**src/common/ooo_pkg.sv**
```systemverilog
//////////////////////////////////////////////////
// sizes, opcodes and records shared by the core
// the *_W widths are fixed to match the sizes;
// a change to a size needs its width changed too
// any opcode outside the list executes as add
//////////////////////////////////////////////////
`default_nettype none

package ooo_pkg;

  //////////////////////////////////////////////////
  // sizes and widths
  //////////////////////////////////////////////////
  localparam int ARCH_REGS = 8;
  localparam int PHYS_REGS = 16;
  localparam int ROB_DEPTH = 8;
  localparam int RS_DEPTH  = 4;
  localparam int NUM_ALU   = 2;
  localparam int DATA_W    = 32;
  localparam int ARCH_W    = 3;
  localparam int PHYS_W    = 4;
  localparam int ROB_W     = 3;
  localparam int IMM_W     = 14;
  localparam int OP_W      = 3;
  localparam int RS_W      = 2;
  // free list holds the tags beyond the initial mapping
  localparam int FL_DEPTH  = PHYS_REGS - ARCH_REGS;
  localparam int FL_W      = 3;

  //////////////////////////////////////////////////
  // opcodes
  //////////////////////////////////////////////////
  localparam logic [OP_W-1:0] OP_ADD = 3'd0;
  localparam logic [OP_W-1:0] OP_SUB = 3'd1;
  localparam logic [OP_W-1:0] OP_AND = 3'd2;
  localparam logic [OP_W-1:0] OP_OR  = 3'd3;
  localparam logic [OP_W-1:0] OP_XOR = 3'd4;
  // shift amount is the low 5 bits of b
  localparam logic [OP_W-1:0] OP_SHL = 3'd5;

  // operand field, read as register index or immediate
  typedef union packed {
    struct packed {
      logic [ARCH_W-1:0]       src_b;
      logic [IMM_W-ARCH_W-1:0] pad;
    } regs;
    logic [IMM_W-1:0] imm;
  } operand_u;

  // decoded instruction word, 24 bits
  typedef struct packed {
    logic [OP_W-1:0]   opcode;
    logic [ARCH_W-1:0] dest;
    logic [ARCH_W-1:0] src_a;
    logic              imm_form;
    operand_u          operand;
  } inst_t;

  // reservation station slot, also the issue record
  typedef struct packed {
    logic              valid;
    logic [OP_W-1:0]   opcode;
    logic              imm_form;
    logic [IMM_W-1:0]  imm;
    logic [PHYS_W-1:0] src_a_tag;
    logic [PHYS_W-1:0] src_b_tag;
    logic              src_a_ready;
    logic              src_b_ready;
    logic [PHYS_W-1:0] dest_tag;
    logic [ROB_W-1:0]  rob_idx;
  } rs_entry_t;

  // one write on the common data bus
  typedef struct packed {
    logic              valid;
    logic [PHYS_W-1:0] tag;
    logic [DATA_W-1:0] value;
    logic [ROB_W-1:0]  rob_idx;
  } cdb_t;

  // retirement record
  typedef struct packed {
    logic              valid;
    logic [ARCH_W-1:0] dest;
    logic [DATA_W-1:0] value;
  } commit_t;

endpackage

`default_nettype wire

```
**src/rename/free_list.sv**
```systemverilog
//////////////////////////////////////////////////
// circular queue of free physical tags
// pop and push may both happen in one cycle
// popping when empty is not guarded here
//////////////////////////////////////////////////
`default_nettype none

module free_list (
  input  logic                       clock,
  input  logic                       reset,
  input  logic                       pop,
  input  logic                       push,
  input  logic [ooo_pkg::PHYS_W-1:0] push_tag,
  output logic [ooo_pkg::PHYS_W-1:0] head_tag,
  output logic                       empty
);
  import ooo_pkg::*;

  logic [PHYS_W-1:0] slot_q [FL_DEPTH];
  logic [FL_W-1:0]   head_q;
  logic [FL_W-1:0]   tail_q;
  logic [FL_W:0]     count_q;

  assign head_tag = slot_q[head_q];
  assign empty    = (count_q == '0);

  always_ff @(posedge clock) begin
    if (reset) begin
      // tags above the arch range start free
      for (int i = 0; i < FL_DEPTH; i++) begin
        slot_q[i] <= PHYS_W'(ARCH_REGS + i);
      end
      head_q  <= '0;
      // full queue, so tail wraps onto head
      tail_q  <= '0;
      count_q <= (FL_W+1)'(FL_DEPTH);
    end else begin
      if (push) begin
        slot_q[tail_q] <= push_tag;
        tail_q         <= tail_q + 1'b1;
      end
      if (pop) begin
        head_q <= head_q + 1'b1;
      end
      case ({push, pop})
        2'b10:   count_q <= count_q + 1'b1;
        2'b01:   count_q <= count_q - 1'b1;
        default: ;
      endcase
    end
  end

endmodule

`default_nettype wire

```
**src/rename/map_table.sv**
```systemverilog
//////////////////////////////////////////////////
// architectural to physical register map
// lookups are combinational, update on rename_en
// a source equal to dest sees the old mapping
// no checkpoint; there is no recovery path
//////////////////////////////////////////////////
`default_nettype none

module map_table (
  input  logic                       clock,
  input  logic                       reset,
  input  logic                       rename_en,
  input  logic [ooo_pkg::ARCH_W-1:0] src_a,
  input  logic [ooo_pkg::ARCH_W-1:0] src_b,
  input  logic [ooo_pkg::ARCH_W-1:0] dest,
  input  logic [ooo_pkg::PHYS_W-1:0] new_tag,
  output logic [ooo_pkg::PHYS_W-1:0] tag_a,
  output logic [ooo_pkg::PHYS_W-1:0] tag_b,
  output logic [ooo_pkg::PHYS_W-1:0] old_tag
);
  import ooo_pkg::*;

  // current mapping, one tag per arch register
  logic [PHYS_W-1:0] map_q [ARCH_REGS];

  // source lookup
  assign tag_a = map_q[src_a];
  assign tag_b = map_q[src_b];
  // previous owner of dest, freed when this one retires
  assign old_tag = map_q[dest];

  //////////////////////////////////////////////////
  // update
  //////////////////////////////////////////////////
  always_ff @(posedge clock) begin
    if (reset) begin
      // identity map out of reset
      for (int i = 0; i < ARCH_REGS; i++) begin
        map_q[i] <= PHYS_W'(i);
      end
    end else if (rename_en) begin
      map_q[dest] <= new_tag;
    end
  end

endmodule

`default_nettype wire

```
**src/cdb_arbiter.sv**
```systemverilog
//////////////////////////////////////////////////
// fixed priority bus arbiter, lowest alu first
// purely combinational
//////////////////////////////////////////////////
`default_nettype none

module cdb_arbiter (
  input  ooo_pkg::cdb_t [ooo_pkg::NUM_ALU-1:0] result,
  output logic [ooo_pkg::NUM_ALU-1:0]          grant,
  output ooo_pkg::cdb_t                        cdb
);
  import ooo_pkg::*;

  // scan downward so the lowest valid alu ends up granted
  always_comb begin
    grant = '0;
    cdb   = '0;
    for (int a = NUM_ALU - 1; a >= 0; a--) begin
      if (result[a].valid) begin
        grant    = '0;
        grant[a] = 1'b1;
        cdb      = result[a];
      end
    end
  end

endmodule

`default_nettype wire

```
**src/int_alu.sv**
```systemverilog
//////////////////////////////////////////////////
// single-cycle integer alu with a result register
// result holds until granted onto the bus
// issue is taken only while ready is high
//////////////////////////////////////////////////
`default_nettype none

module int_alu (
  input  logic                       clock,
  input  logic                       reset,
  input  ooo_pkg::rs_entry_t         issue,
  input  logic [ooo_pkg::DATA_W-1:0] op_a,
  input  logic [ooo_pkg::DATA_W-1:0] op_b_reg,
  input  logic                       grant,
  output logic                       ready,
  output ooo_pkg::cdb_t              result
);
  import ooo_pkg::*;

  logic [DATA_W-1:0] imm_ext;
  logic [DATA_W-1:0] op_b;
  logic [DATA_W-1:0] alu_out;

  // empty, or emptied at this edge
  assign ready = !result.valid || grant;

  // operand b from register or sign-extended immediate
  assign imm_ext = {{(DATA_W-IMM_W){issue.imm[IMM_W-1]}}, issue.imm};
  assign op_b    = issue.imm_form ? imm_ext : op_b_reg;

  always_comb begin
    case (issue.opcode)
      OP_SUB:  alu_out = op_a - op_b;
      OP_AND:  alu_out = op_a & op_b;
      OP_OR:   alu_out = op_a | op_b;
      OP_XOR:  alu_out = op_a ^ op_b;
      OP_SHL:  alu_out = op_a << op_b[4:0];
      default: alu_out = op_a + op_b;
    endcase
  end

  always_ff @(posedge clock) begin
    if (reset) begin
      result <= '0;
    end else if (ready) begin
      result.valid   <= issue.valid;
      result.tag     <= issue.dest_tag;
      result.value   <= alu_out;
      result.rob_idx <= issue.rob_idx;
    end
  end

endmodule

`default_nettype wire

```
**src/ooo_core.sv**
```systemverilog
//////////////////////////////////////////////////
// out-of-order integer core, top level
// input is valid/ready, commit has no back-pressure
// in_ready depends on state only
// up to ROB_DEPTH instructions in flight
//////////////////////////////////////////////////
`default_nettype none

module ooo_core (
  input  logic             clock,
  input  logic             reset,
  input  logic             in_valid,
  input  ooo_pkg::inst_t   in_inst,
  output logic             in_ready,
  output ooo_pkg::commit_t commit
);
  import ooo_pkg::*;

  // rename
  logic [PHYS_W-1:0] tag_a;
  logic [PHYS_W-1:0] tag_b;
  logic [PHYS_W-1:0] old_tag;
  logic [PHYS_W-1:0] new_tag;
  logic              fl_empty;
  // rob
  logic [ROB_W-1:0]  rob_idx;
  logic              rob_full;
  logic [PHYS_W-1:0] free_tag;
  logic              free_en;
  // rs and execute
  logic                      rs_space;
  logic                      accept;
  rs_entry_t                 insert_entry;
  rs_entry_t [NUM_ALU-1:0]   issue;
  logic [NUM_ALU-1:0]        alu_ready;
  logic [NUM_ALU-1:0]        grant;
  cdb_t [NUM_ALU-1:0]        alu_result;
  cdb_t                      cdb;
  // register file
  logic [2*NUM_ALU-1:0][PHYS_W-1:0] rd_tag;
  logic [2*NUM_ALU-1:0][DATA_W-1:0] rd_data;
  logic [1:0][PHYS_W-1:0]           chk_tag;
  logic [1:0]                       chk_ready;

  assign in_ready = !fl_empty && !rob_full && rs_space;
  assign accept   = in_valid && in_ready;

  //////////////////////////////////////////////////
  // dispatch
  //////////////////////////////////////////////////
  map_table map_table_inst (
    .clock(clock), .reset(reset), .rename_en(accept),
    .src_a(in_inst.src_a), .src_b(in_inst.operand.regs.src_b), .dest(in_inst.dest),
    .new_tag(new_tag), .tag_a(tag_a), .tag_b(tag_b), .old_tag(old_tag)
  );

  free_list free_list_inst (
    .clock(clock), .reset(reset), .pop(accept), .push(free_en),
    .push_tag(free_tag), .head_tag(new_tag), .empty(fl_empty)
  );

  reorder_buffer reorder_buffer_inst (
    .clock(clock), .reset(reset), .alloc(accept), .alloc_dest(in_inst.dest),
    .alloc_old_tag(old_tag), .alloc_idx(rob_idx), .full(rob_full), .cdb(cdb),
    .commit(commit), .free_tag(free_tag), .free_en(free_en)
  );

  assign chk_tag[0] = tag_a;
  assign chk_tag[1] = tag_b;

  // immediate form has no second source to wait on
  always_comb begin
    insert_entry.valid       = 1'b1;
    insert_entry.opcode      = in_inst.opcode;
    insert_entry.imm_form    = in_inst.imm_form;
    insert_entry.imm         = in_inst.operand.imm;
    insert_entry.src_a_tag   = tag_a;
    insert_entry.src_b_tag   = tag_b;
    insert_entry.src_a_ready = chk_ready[0];
    insert_entry.src_b_ready = in_inst.imm_form || chk_ready[1];
    insert_entry.dest_tag    = new_tag;
    insert_entry.rob_idx     = rob_idx;
  end

  reservation_station reservation_station_inst (
    .clock(clock), .reset(reset), .insert(accept), .insert_entry(insert_entry),
    .has_space(rs_space), .cdb(cdb), .alu_ready(alu_ready), .issue(issue)
  );

  //////////////////////////////////////////////////
  // execute and complete
  //////////////////////////////////////////////////
  phys_regfile phys_regfile_inst (
    .clock(clock), .reset(reset), .rd_tag(rd_tag), .rd_data(rd_data),
    .chk_tag(chk_tag), .chk_ready(chk_ready), .clear_en(accept),
    .clear_tag(new_tag), .cdb(cdb)
  );

  for (genvar a = 0; a < NUM_ALU; a++) begin : g_alu
    // ports 2a and 2a+1 belong to alu a
    assign rd_tag[2*a]   = issue[a].src_a_tag;
    assign rd_tag[2*a+1] = issue[a].src_b_tag;

    int_alu int_alu_inst (
      .clock(clock), .reset(reset), .issue(issue[a]),
      .op_a(rd_data[2*a]), .op_b_reg(rd_data[2*a+1]), .grant(grant[a]),
      .ready(alu_ready[a]), .result(alu_result[a])
    );
  end

  cdb_arbiter cdb_arbiter_inst (
    .result(alu_result), .grant(grant), .cdb(cdb)
  );

endmodule

`default_nettype wire

```
**src/phys_regfile.sv**
```systemverilog
//////////////////////////////////////////////////
// physical register values and ready bits
// two read ports per alu, combinational
// one write port from the bus
// ready check sees a same-cycle bus write
//////////////////////////////////////////////////
`default_nettype none

module phys_regfile (
  input  logic                                              clock,
  input  logic                                              reset,
  input  logic [2*ooo_pkg::NUM_ALU-1:0][ooo_pkg::PHYS_W-1:0] rd_tag,
  output logic [2*ooo_pkg::NUM_ALU-1:0][ooo_pkg::DATA_W-1:0] rd_data,
  input  logic [1:0][ooo_pkg::PHYS_W-1:0]                   chk_tag,
  output logic [1:0]                                        chk_ready,
  input  logic                                              clear_en,
  input  logic [ooo_pkg::PHYS_W-1:0]                        clear_tag,
  input  ooo_pkg::cdb_t                                     cdb
);
  import ooo_pkg::*;

  logic [DATA_W-1:0]    value_q [PHYS_REGS];
  logic [PHYS_REGS-1:0] ready_q;

  always_comb begin
    for (int p = 0; p < 2 * NUM_ALU; p++) begin
      rd_data[p] = value_q[rd_tag[p]];
    end
    // bus bypass for dispatch
    for (int c = 0; c < 2; c++) begin
      chk_ready[c] = ready_q[chk_tag[c]] || (cdb.valid && cdb.tag == chk_tag[c]);
    end
  end

  always_ff @(posedge clock) begin
    if (reset) begin
      for (int t = 0; t < PHYS_REGS; t++) begin
        value_q[t] <= '0;
      end
      ready_q <= '1;
    end else begin
      if (cdb.valid) begin
        value_q[cdb.tag] <= cdb.value;
        ready_q[cdb.tag] <= 1'b1;
      end
      // newly allocated dest, never the bus tag
      if (clear_en) begin
        ready_q[clear_tag] <= 1'b0;
      end
    end
  end

endmodule

`default_nettype wire

```
**src/reorder_buffer.sv**
```systemverilog
//////////////////////////////////////////////////
// in-order queue of renamed instructions
// allocate at tail, done and value from the bus
// by rob index, retire one head entry per cycle
// commit is a single-cycle pulse, never stalls
//////////////////////////////////////////////////
`default_nettype none

module reorder_buffer (
  input  logic                       clock,
  input  logic                       reset,
  input  logic                       alloc,
  input  logic [ooo_pkg::ARCH_W-1:0] alloc_dest,
  input  logic [ooo_pkg::PHYS_W-1:0] alloc_old_tag,
  output logic [ooo_pkg::ROB_W-1:0]  alloc_idx,
  output logic                       full,
  input  ooo_pkg::cdb_t              cdb,
  output ooo_pkg::commit_t           commit,
  output logic [ooo_pkg::PHYS_W-1:0] free_tag,
  output logic                       free_en
);
  import ooo_pkg::*;

  // entry payload
  logic [ARCH_W-1:0] dest_q  [ROB_DEPTH];
  logic [PHYS_W-1:0] old_q   [ROB_DEPTH];
  logic [DATA_W-1:0] value_q [ROB_DEPTH];
  // entry control
  logic [ROB_DEPTH-1:0] done_q;
  logic [ROB_W-1:0]     head_q;
  logic [ROB_W-1:0]     tail_q;
  logic [ROB_W:0]       count_q;
  logic                 retire;

  assign alloc_idx = tail_q;
  assign full      = (count_q == (ROB_W+1)'(ROB_DEPTH));

  //////////////////////////////////////////////////
  // retire from head
  //////////////////////////////////////////////////
  // done is cleared on retire, so an empty rob never retires
  assign retire       = done_q[head_q];
  assign commit.valid = retire;
  assign commit.dest  = dest_q[head_q];
  assign commit.value = value_q[head_q];
  assign free_en      = retire;
  assign free_tag     = old_q[head_q];

  // payload writes
  always_ff @(posedge clock) begin
    if (alloc) begin
      dest_q[tail_q] <= alloc_dest;
      old_q[tail_q]  <= alloc_old_tag;
    end
    if (cdb.valid) begin
      value_q[cdb.rob_idx] <= cdb.value;
    end
  end

  //////////////////////////////////////////////////
  // pointers and done bits
  //////////////////////////////////////////////////
  always_ff @(posedge clock) begin
    if (reset) begin
      done_q  <= '0;
      head_q  <= '0;
      tail_q  <= '0;
      count_q <= '0;
    end else begin
      if (alloc) begin
        done_q[tail_q] <= 1'b0;
        tail_q         <= tail_q + 1'b1;
      end
      // bus never targets the tail or a retiring head
      if (cdb.valid) begin
        done_q[cdb.rob_idx] <= 1'b1;
      end
      if (retire) begin
        done_q[head_q] <= 1'b0;
        head_q         <= head_q + 1'b1;
      end
      case ({alloc, retire})
        2'b10:   count_q <= count_q + 1'b1;
        2'b01:   count_q <= count_q - 1'b1;
        default: ;
      endcase
    end
  end

endmodule

`default_nettype wire

```
**src/reservation_station.sv**
```systemverilog
//////////////////////////////////////////////////
// reservation station with bus wakeup
// insert goes to the lowest free slot
// up to one issue per alu, lowest ready slots first
// inserted entries wait at least one cycle
//////////////////////////////////////////////////
`default_nettype none

module reservation_station (
  input  logic                                     clock,
  input  logic                                     reset,
  input  logic                                     insert,
  input  ooo_pkg::rs_entry_t                       insert_entry,
  output logic                                     has_space,
  input  ooo_pkg::cdb_t                            cdb,
  input  logic [ooo_pkg::NUM_ALU-1:0]              alu_ready,
  output ooo_pkg::rs_entry_t [ooo_pkg::NUM_ALU-1:0] issue
);
  import ooo_pkg::*;

  rs_entry_t [RS_DEPTH-1:0] slot_q;
  logic [RS_DEPTH-1:0]      slot_ok;
  logic [RS_DEPTH-1:0]      taken;
  logic [RS_W-1:0]          free_idx;

  // both sources present
  always_comb begin
    for (int s = 0; s < RS_DEPTH; s++) begin
      slot_ok[s] = slot_q[s].valid && slot_q[s].src_a_ready && slot_q[s].src_b_ready;
    end
  end

  // lowest free slot, scanned downward so the lowest wins
  always_comb begin
    free_idx  = '0;
    has_space = 1'b0;
    for (int s = RS_DEPTH - 1; s >= 0; s--) begin
      if (!slot_q[s].valid) begin
        free_idx  = RS_W'(s);
        has_space = 1'b1;
      end
    end
  end

  //////////////////////////////////////////////////
  // issue pickers
  //////////////////////////////////////////////////
  // alu 0 takes the lowest ready slot, alu 1 the next one
  always_comb begin
    issue = '0;
    taken = '0;
    for (int a = 0; a < NUM_ALU; a++) begin
      for (int s = 0; s < RS_DEPTH; s++) begin
        if (alu_ready[a] && !issue[a].valid && slot_ok[s] && !taken[s]) begin
          issue[a] = slot_q[s];
          taken[s] = 1'b1;
        end
      end
    end
  end

  //////////////////////////////////////////////////
  // slot state
  //////////////////////////////////////////////////
  always_ff @(posedge clock) begin
    if (reset) begin
      slot_q <= '0;
    end else begin
      for (int s = 0; s < RS_DEPTH; s++) begin
        if (taken[s]) begin
          slot_q[s].valid <= 1'b0;
        end else if (slot_q[s].valid && cdb.valid) begin
          // wakeup on tag match
          if (cdb.tag == slot_q[s].src_a_tag) begin
            slot_q[s].src_a_ready <= 1'b1;
          end
          if (cdb.tag == slot_q[s].src_b_tag) begin
            slot_q[s].src_b_ready <= 1'b1;
          end
        end
      end
      // free slot is never one that issues this cycle
      if (insert) begin
        slot_q[free_idx] <= insert_entry;
      end
    end
  end

endmodule

`default_nettype wire

```
**config.mk**
```make
export PLATFORM = sky130hd
export DESIGN_NAME = ooo_core
export DESIGN_NICKNAME = d
export VERILOG_FILES = /design/src/common/ooo_pkg.sv /design/src/rename/free_list.sv /design/src/rename/map_table.sv /design/src/cdb_arbiter.sv /design/src/int_alu.sv /design/src/ooo_core.sv /design/src/phys_regfile.sv /design/src/reorder_buffer.sv /design/src/reservation_station.sv
export SDC_FILE = /design/constraint.sdc
export NUM_CORES = 2
export LEC_CHECK = 0
export BUFFER_PORTS_ARGS = -buffer_cell sky130_fd_sc_hd__buf_2
export CORE_UTILIZATION = 34
export CTS_BUF_LIST = sky130_fd_sc_hd__clkbuf_2 sky130_fd_sc_hd__clkbuf_4 sky130_fd_sc_hd__clkbuf_8
export DETAILED_ROUTE_END_ITERATION = 7
export GPL_TIMING_DRIVEN = 1
export SYNTH_ARGS = -nofsm -noshare
export SYNTH_HDL_FRONTEND = slang
export SYNTH_HIERARCHICAL = 1
export SYNTH_SLANG_ARGS = --single-unit
export TNS_END_PERCENT = 5
```
**constraint.sdc**
```tcl
create_clock -name clock -period 19.9 [get_ports clock]
set_clock_uncertainty 0.1 [all_clocks]
set_input_delay 0 -clock clock [delete_from_list [all_inputs] [get_ports clock]]
set_output_delay 0 -clock clock [all_outputs]
set_load 0.02 [all_outputs]
```
==> run metrics <==
htree depth 4; pwr/cell area around 70 nW/um2; gp weighted congestion approximately 0.97; Critical-path top delay cell buf_4; RSZ-0062 raised after global routing false; Final Critical Period roughly 10 ns; Synth Instances between 5000 and 6000; synthesis-to-layout area growth 9.56%; status completed; # DRC 0; DRT Pass-1 Iters 6; Global Route met1 Usage between 30 and 40%; Setup violations, final 0; vias in the first global route between 50000 and 60000; Setup Crit Path Kind reg -> reg; max_slew headroom 14.1%; most frequent CP cell buf_4; Post-Route WL about 270000 um; VDD IR max approximately 0.000075 V; initial antenna violation count 17; DP HPWL between 150000 and 200000 um; synthesized cell area 76600 um2; Avg Vias per Cell a little over 6; DRT antenna net count 0; largest net degree at the start of global routing 120; GR Util met2 a little over a third; Worst Setup Start Kind flip-flop; Final Cycle Share about half; Worst-Margin Slew about 1.3 ns; Skew-Pair Late Insertion Delay 1.04 ns; Syn. warnings 6; CP max FO 47; CP arrival 11.09 ns; CTS root buf clkbuf_8; setup TNS 0 ns; Avg Synthesized Cell Area ~13 um2; Crit. End Element flip-flop; Setup Fix Bufs, Post-CTS 0; Clock Pin Slew Worst Setup and Hold Paths 0.06 ns; Die X 477 um; GRT Overall Usage between 20% and 30%; Starting Density between 30% and 40%; number of CTS-inserted buffers a little under 200; TritonCTS sink count 1162; placed cell count around 8700; CTS max path bufs 3; CTS resizes 0; die footprint about 230000 um2; fin nets approximately 6200; Hold Crit Class in -> reg; Iteration-0 DRC Markers about 7200; DR vias approximately 56000; Layout fillers approximately 21000; first-pass GRT wire length 392000 um; max_cap viols 0; wire length per cell approximately 30 um; die height around 480 um; port buffer count 63; Post-CTS Hold Buffers 52; Slew Viols, Final 0; Pleak between 0.02 and 0.03 uW; Core ar. 223000 um2; GRT overflow 0; CP max stage delay 0.84 ns; f_max between 0.09 and 0.1 GHz; Crit path required time roughly 21 ns; layout cells sized above 1 a little under a quarter; # rows approximately 170; Final Instance Count excl. Fillers between 9000 and 10000; GR Util met3 7.19%; TritonCTS clock tree built; GR peak layer met2; hold violation count in the final report 0; IO Count 64
critical path, delay by kind of cell, from the launching register on:
family | cells | cell delay [ns]
compound gates | 7 | 1.51
xor+xnor | 2 | 0.21
fa+ha+maj | 1 | 0.42
buf+inv | 8 | 3.99
flops | 1 | 0.31
mux | 2 | 1.22
simple gates | 9 | 2.16
placed cells by master, fill, tap and decap left out, types with 29 or more instances in the layout:
cell type / instances
edfxtp_1: 888
mux4_2: 657
and2_1: 538
nand2_1: 525
a21oi_1: 360
dfxtp_1: 270
nor2_1: 237
clkbuf_8: 215
ha_1: 204
inv_1: 155
o21ai_0: 148
buf_4: 134
mux4_1: 123
xnor2_1: 105
nand3_1: 102
mux2i_1: 100
a22oi_1: 92
nor3_1: 83
clkbuf_4: 67
buf_2: 62
mux2_2: 58
dlygate4sd3_1: 51
o211ai_1: 49
xor2_1: 46
or3_1: 44
a22o_1: 38
nand2b_1: 38
clkinv_1: 37
nor2b_1: 37
a21o_1: 32
a211oi_1: 32
a221oi_1: 29
final timing paths:
kind / cells past startpoint / start / to / slack, ns
worst max-delay path: 29 / g_alu[0].int_alu_inst/result[39]$_SDFFE_PP0P_ / g_alu[0].int_alu_inst/result[33]$_SDFFE_PP0P_ / 9.64
worst max register to register: 29 / g_alu[0].int_alu_inst/result[39]$_SDFFE_PP0P_ / g_alu[0].int_alu_inst/result[33]$_SDFFE_PP0P_ / 9.64
worst min register to register: 2 / g_alu[1].int_alu_inst/result[10]$_SDFFE_PP0P_ / g_alu[1].int_alu_inst/result[10]$_SDFFE_PP0P_ / 0.35
worst min-delay path: 4 / in_inst[18] / map_table_inst/map_q[5][0]$_SDFFCE_PN1P_ / 0.06
power breakdown:
group          total, uW  switching [uW]  internal (uW)  leakage, uW
Clock               2370            1070           1300      0.00227
Sequential          2770            83.5           2680       0.0110
Combinational        644             393            251       0.0154
Total               5790            1550           4240       0.0286
stage by stage:
stage | cell area, um2 | utilization, % | hold slack [ns] | worst slack [ns] | power, uW
after floorplan | 76600 | - | -0.00113 | 11.96 | 3200
after global placement | 79100 | 35.4 | 0.177 | 9.97 | 3420
after detailed placement | 79100 | 35.4 | 0.182 | 9.77 | 3430
after CTS | 83900 | 37.6 | 0.0276 | 9.74 | 5810
after global routing | 83900 | 37.6 | 0.0865 | 9.04 | 5970
final | 83900 | 37.6 | 0.0606 | 9.64 | 5790
cell type report:
type | instances | area, um2 | area share [%]
inverters | 164 | 618 | 0.737
clock buffers | 282 | 3460 | 4.13
well taps | 2975 | 3720 | 4.44
repair buffers | 253 | 1940 | 2.31
clock inverters | 84 | 831 | 0.990
diodes | 11 | 27.5 | 0.0328
flip-flops and latches | 1162 | 32200 | 38.3
multi-input cells | 4174 | 41200 | 49.0
per-layer routing:
layer | part of all wire [%] | wire length [um] | vias up
met5 | 0.028 | 78 | -
met4 | 4.1 | 11300 | 12
met3 | 12 | 33000 | 715
met2 | 44 | 122000 | 3541
met1 | 39 | 108000 | 28456
li1 | - | - | 23325
Power figures use the tool's default switching activity.
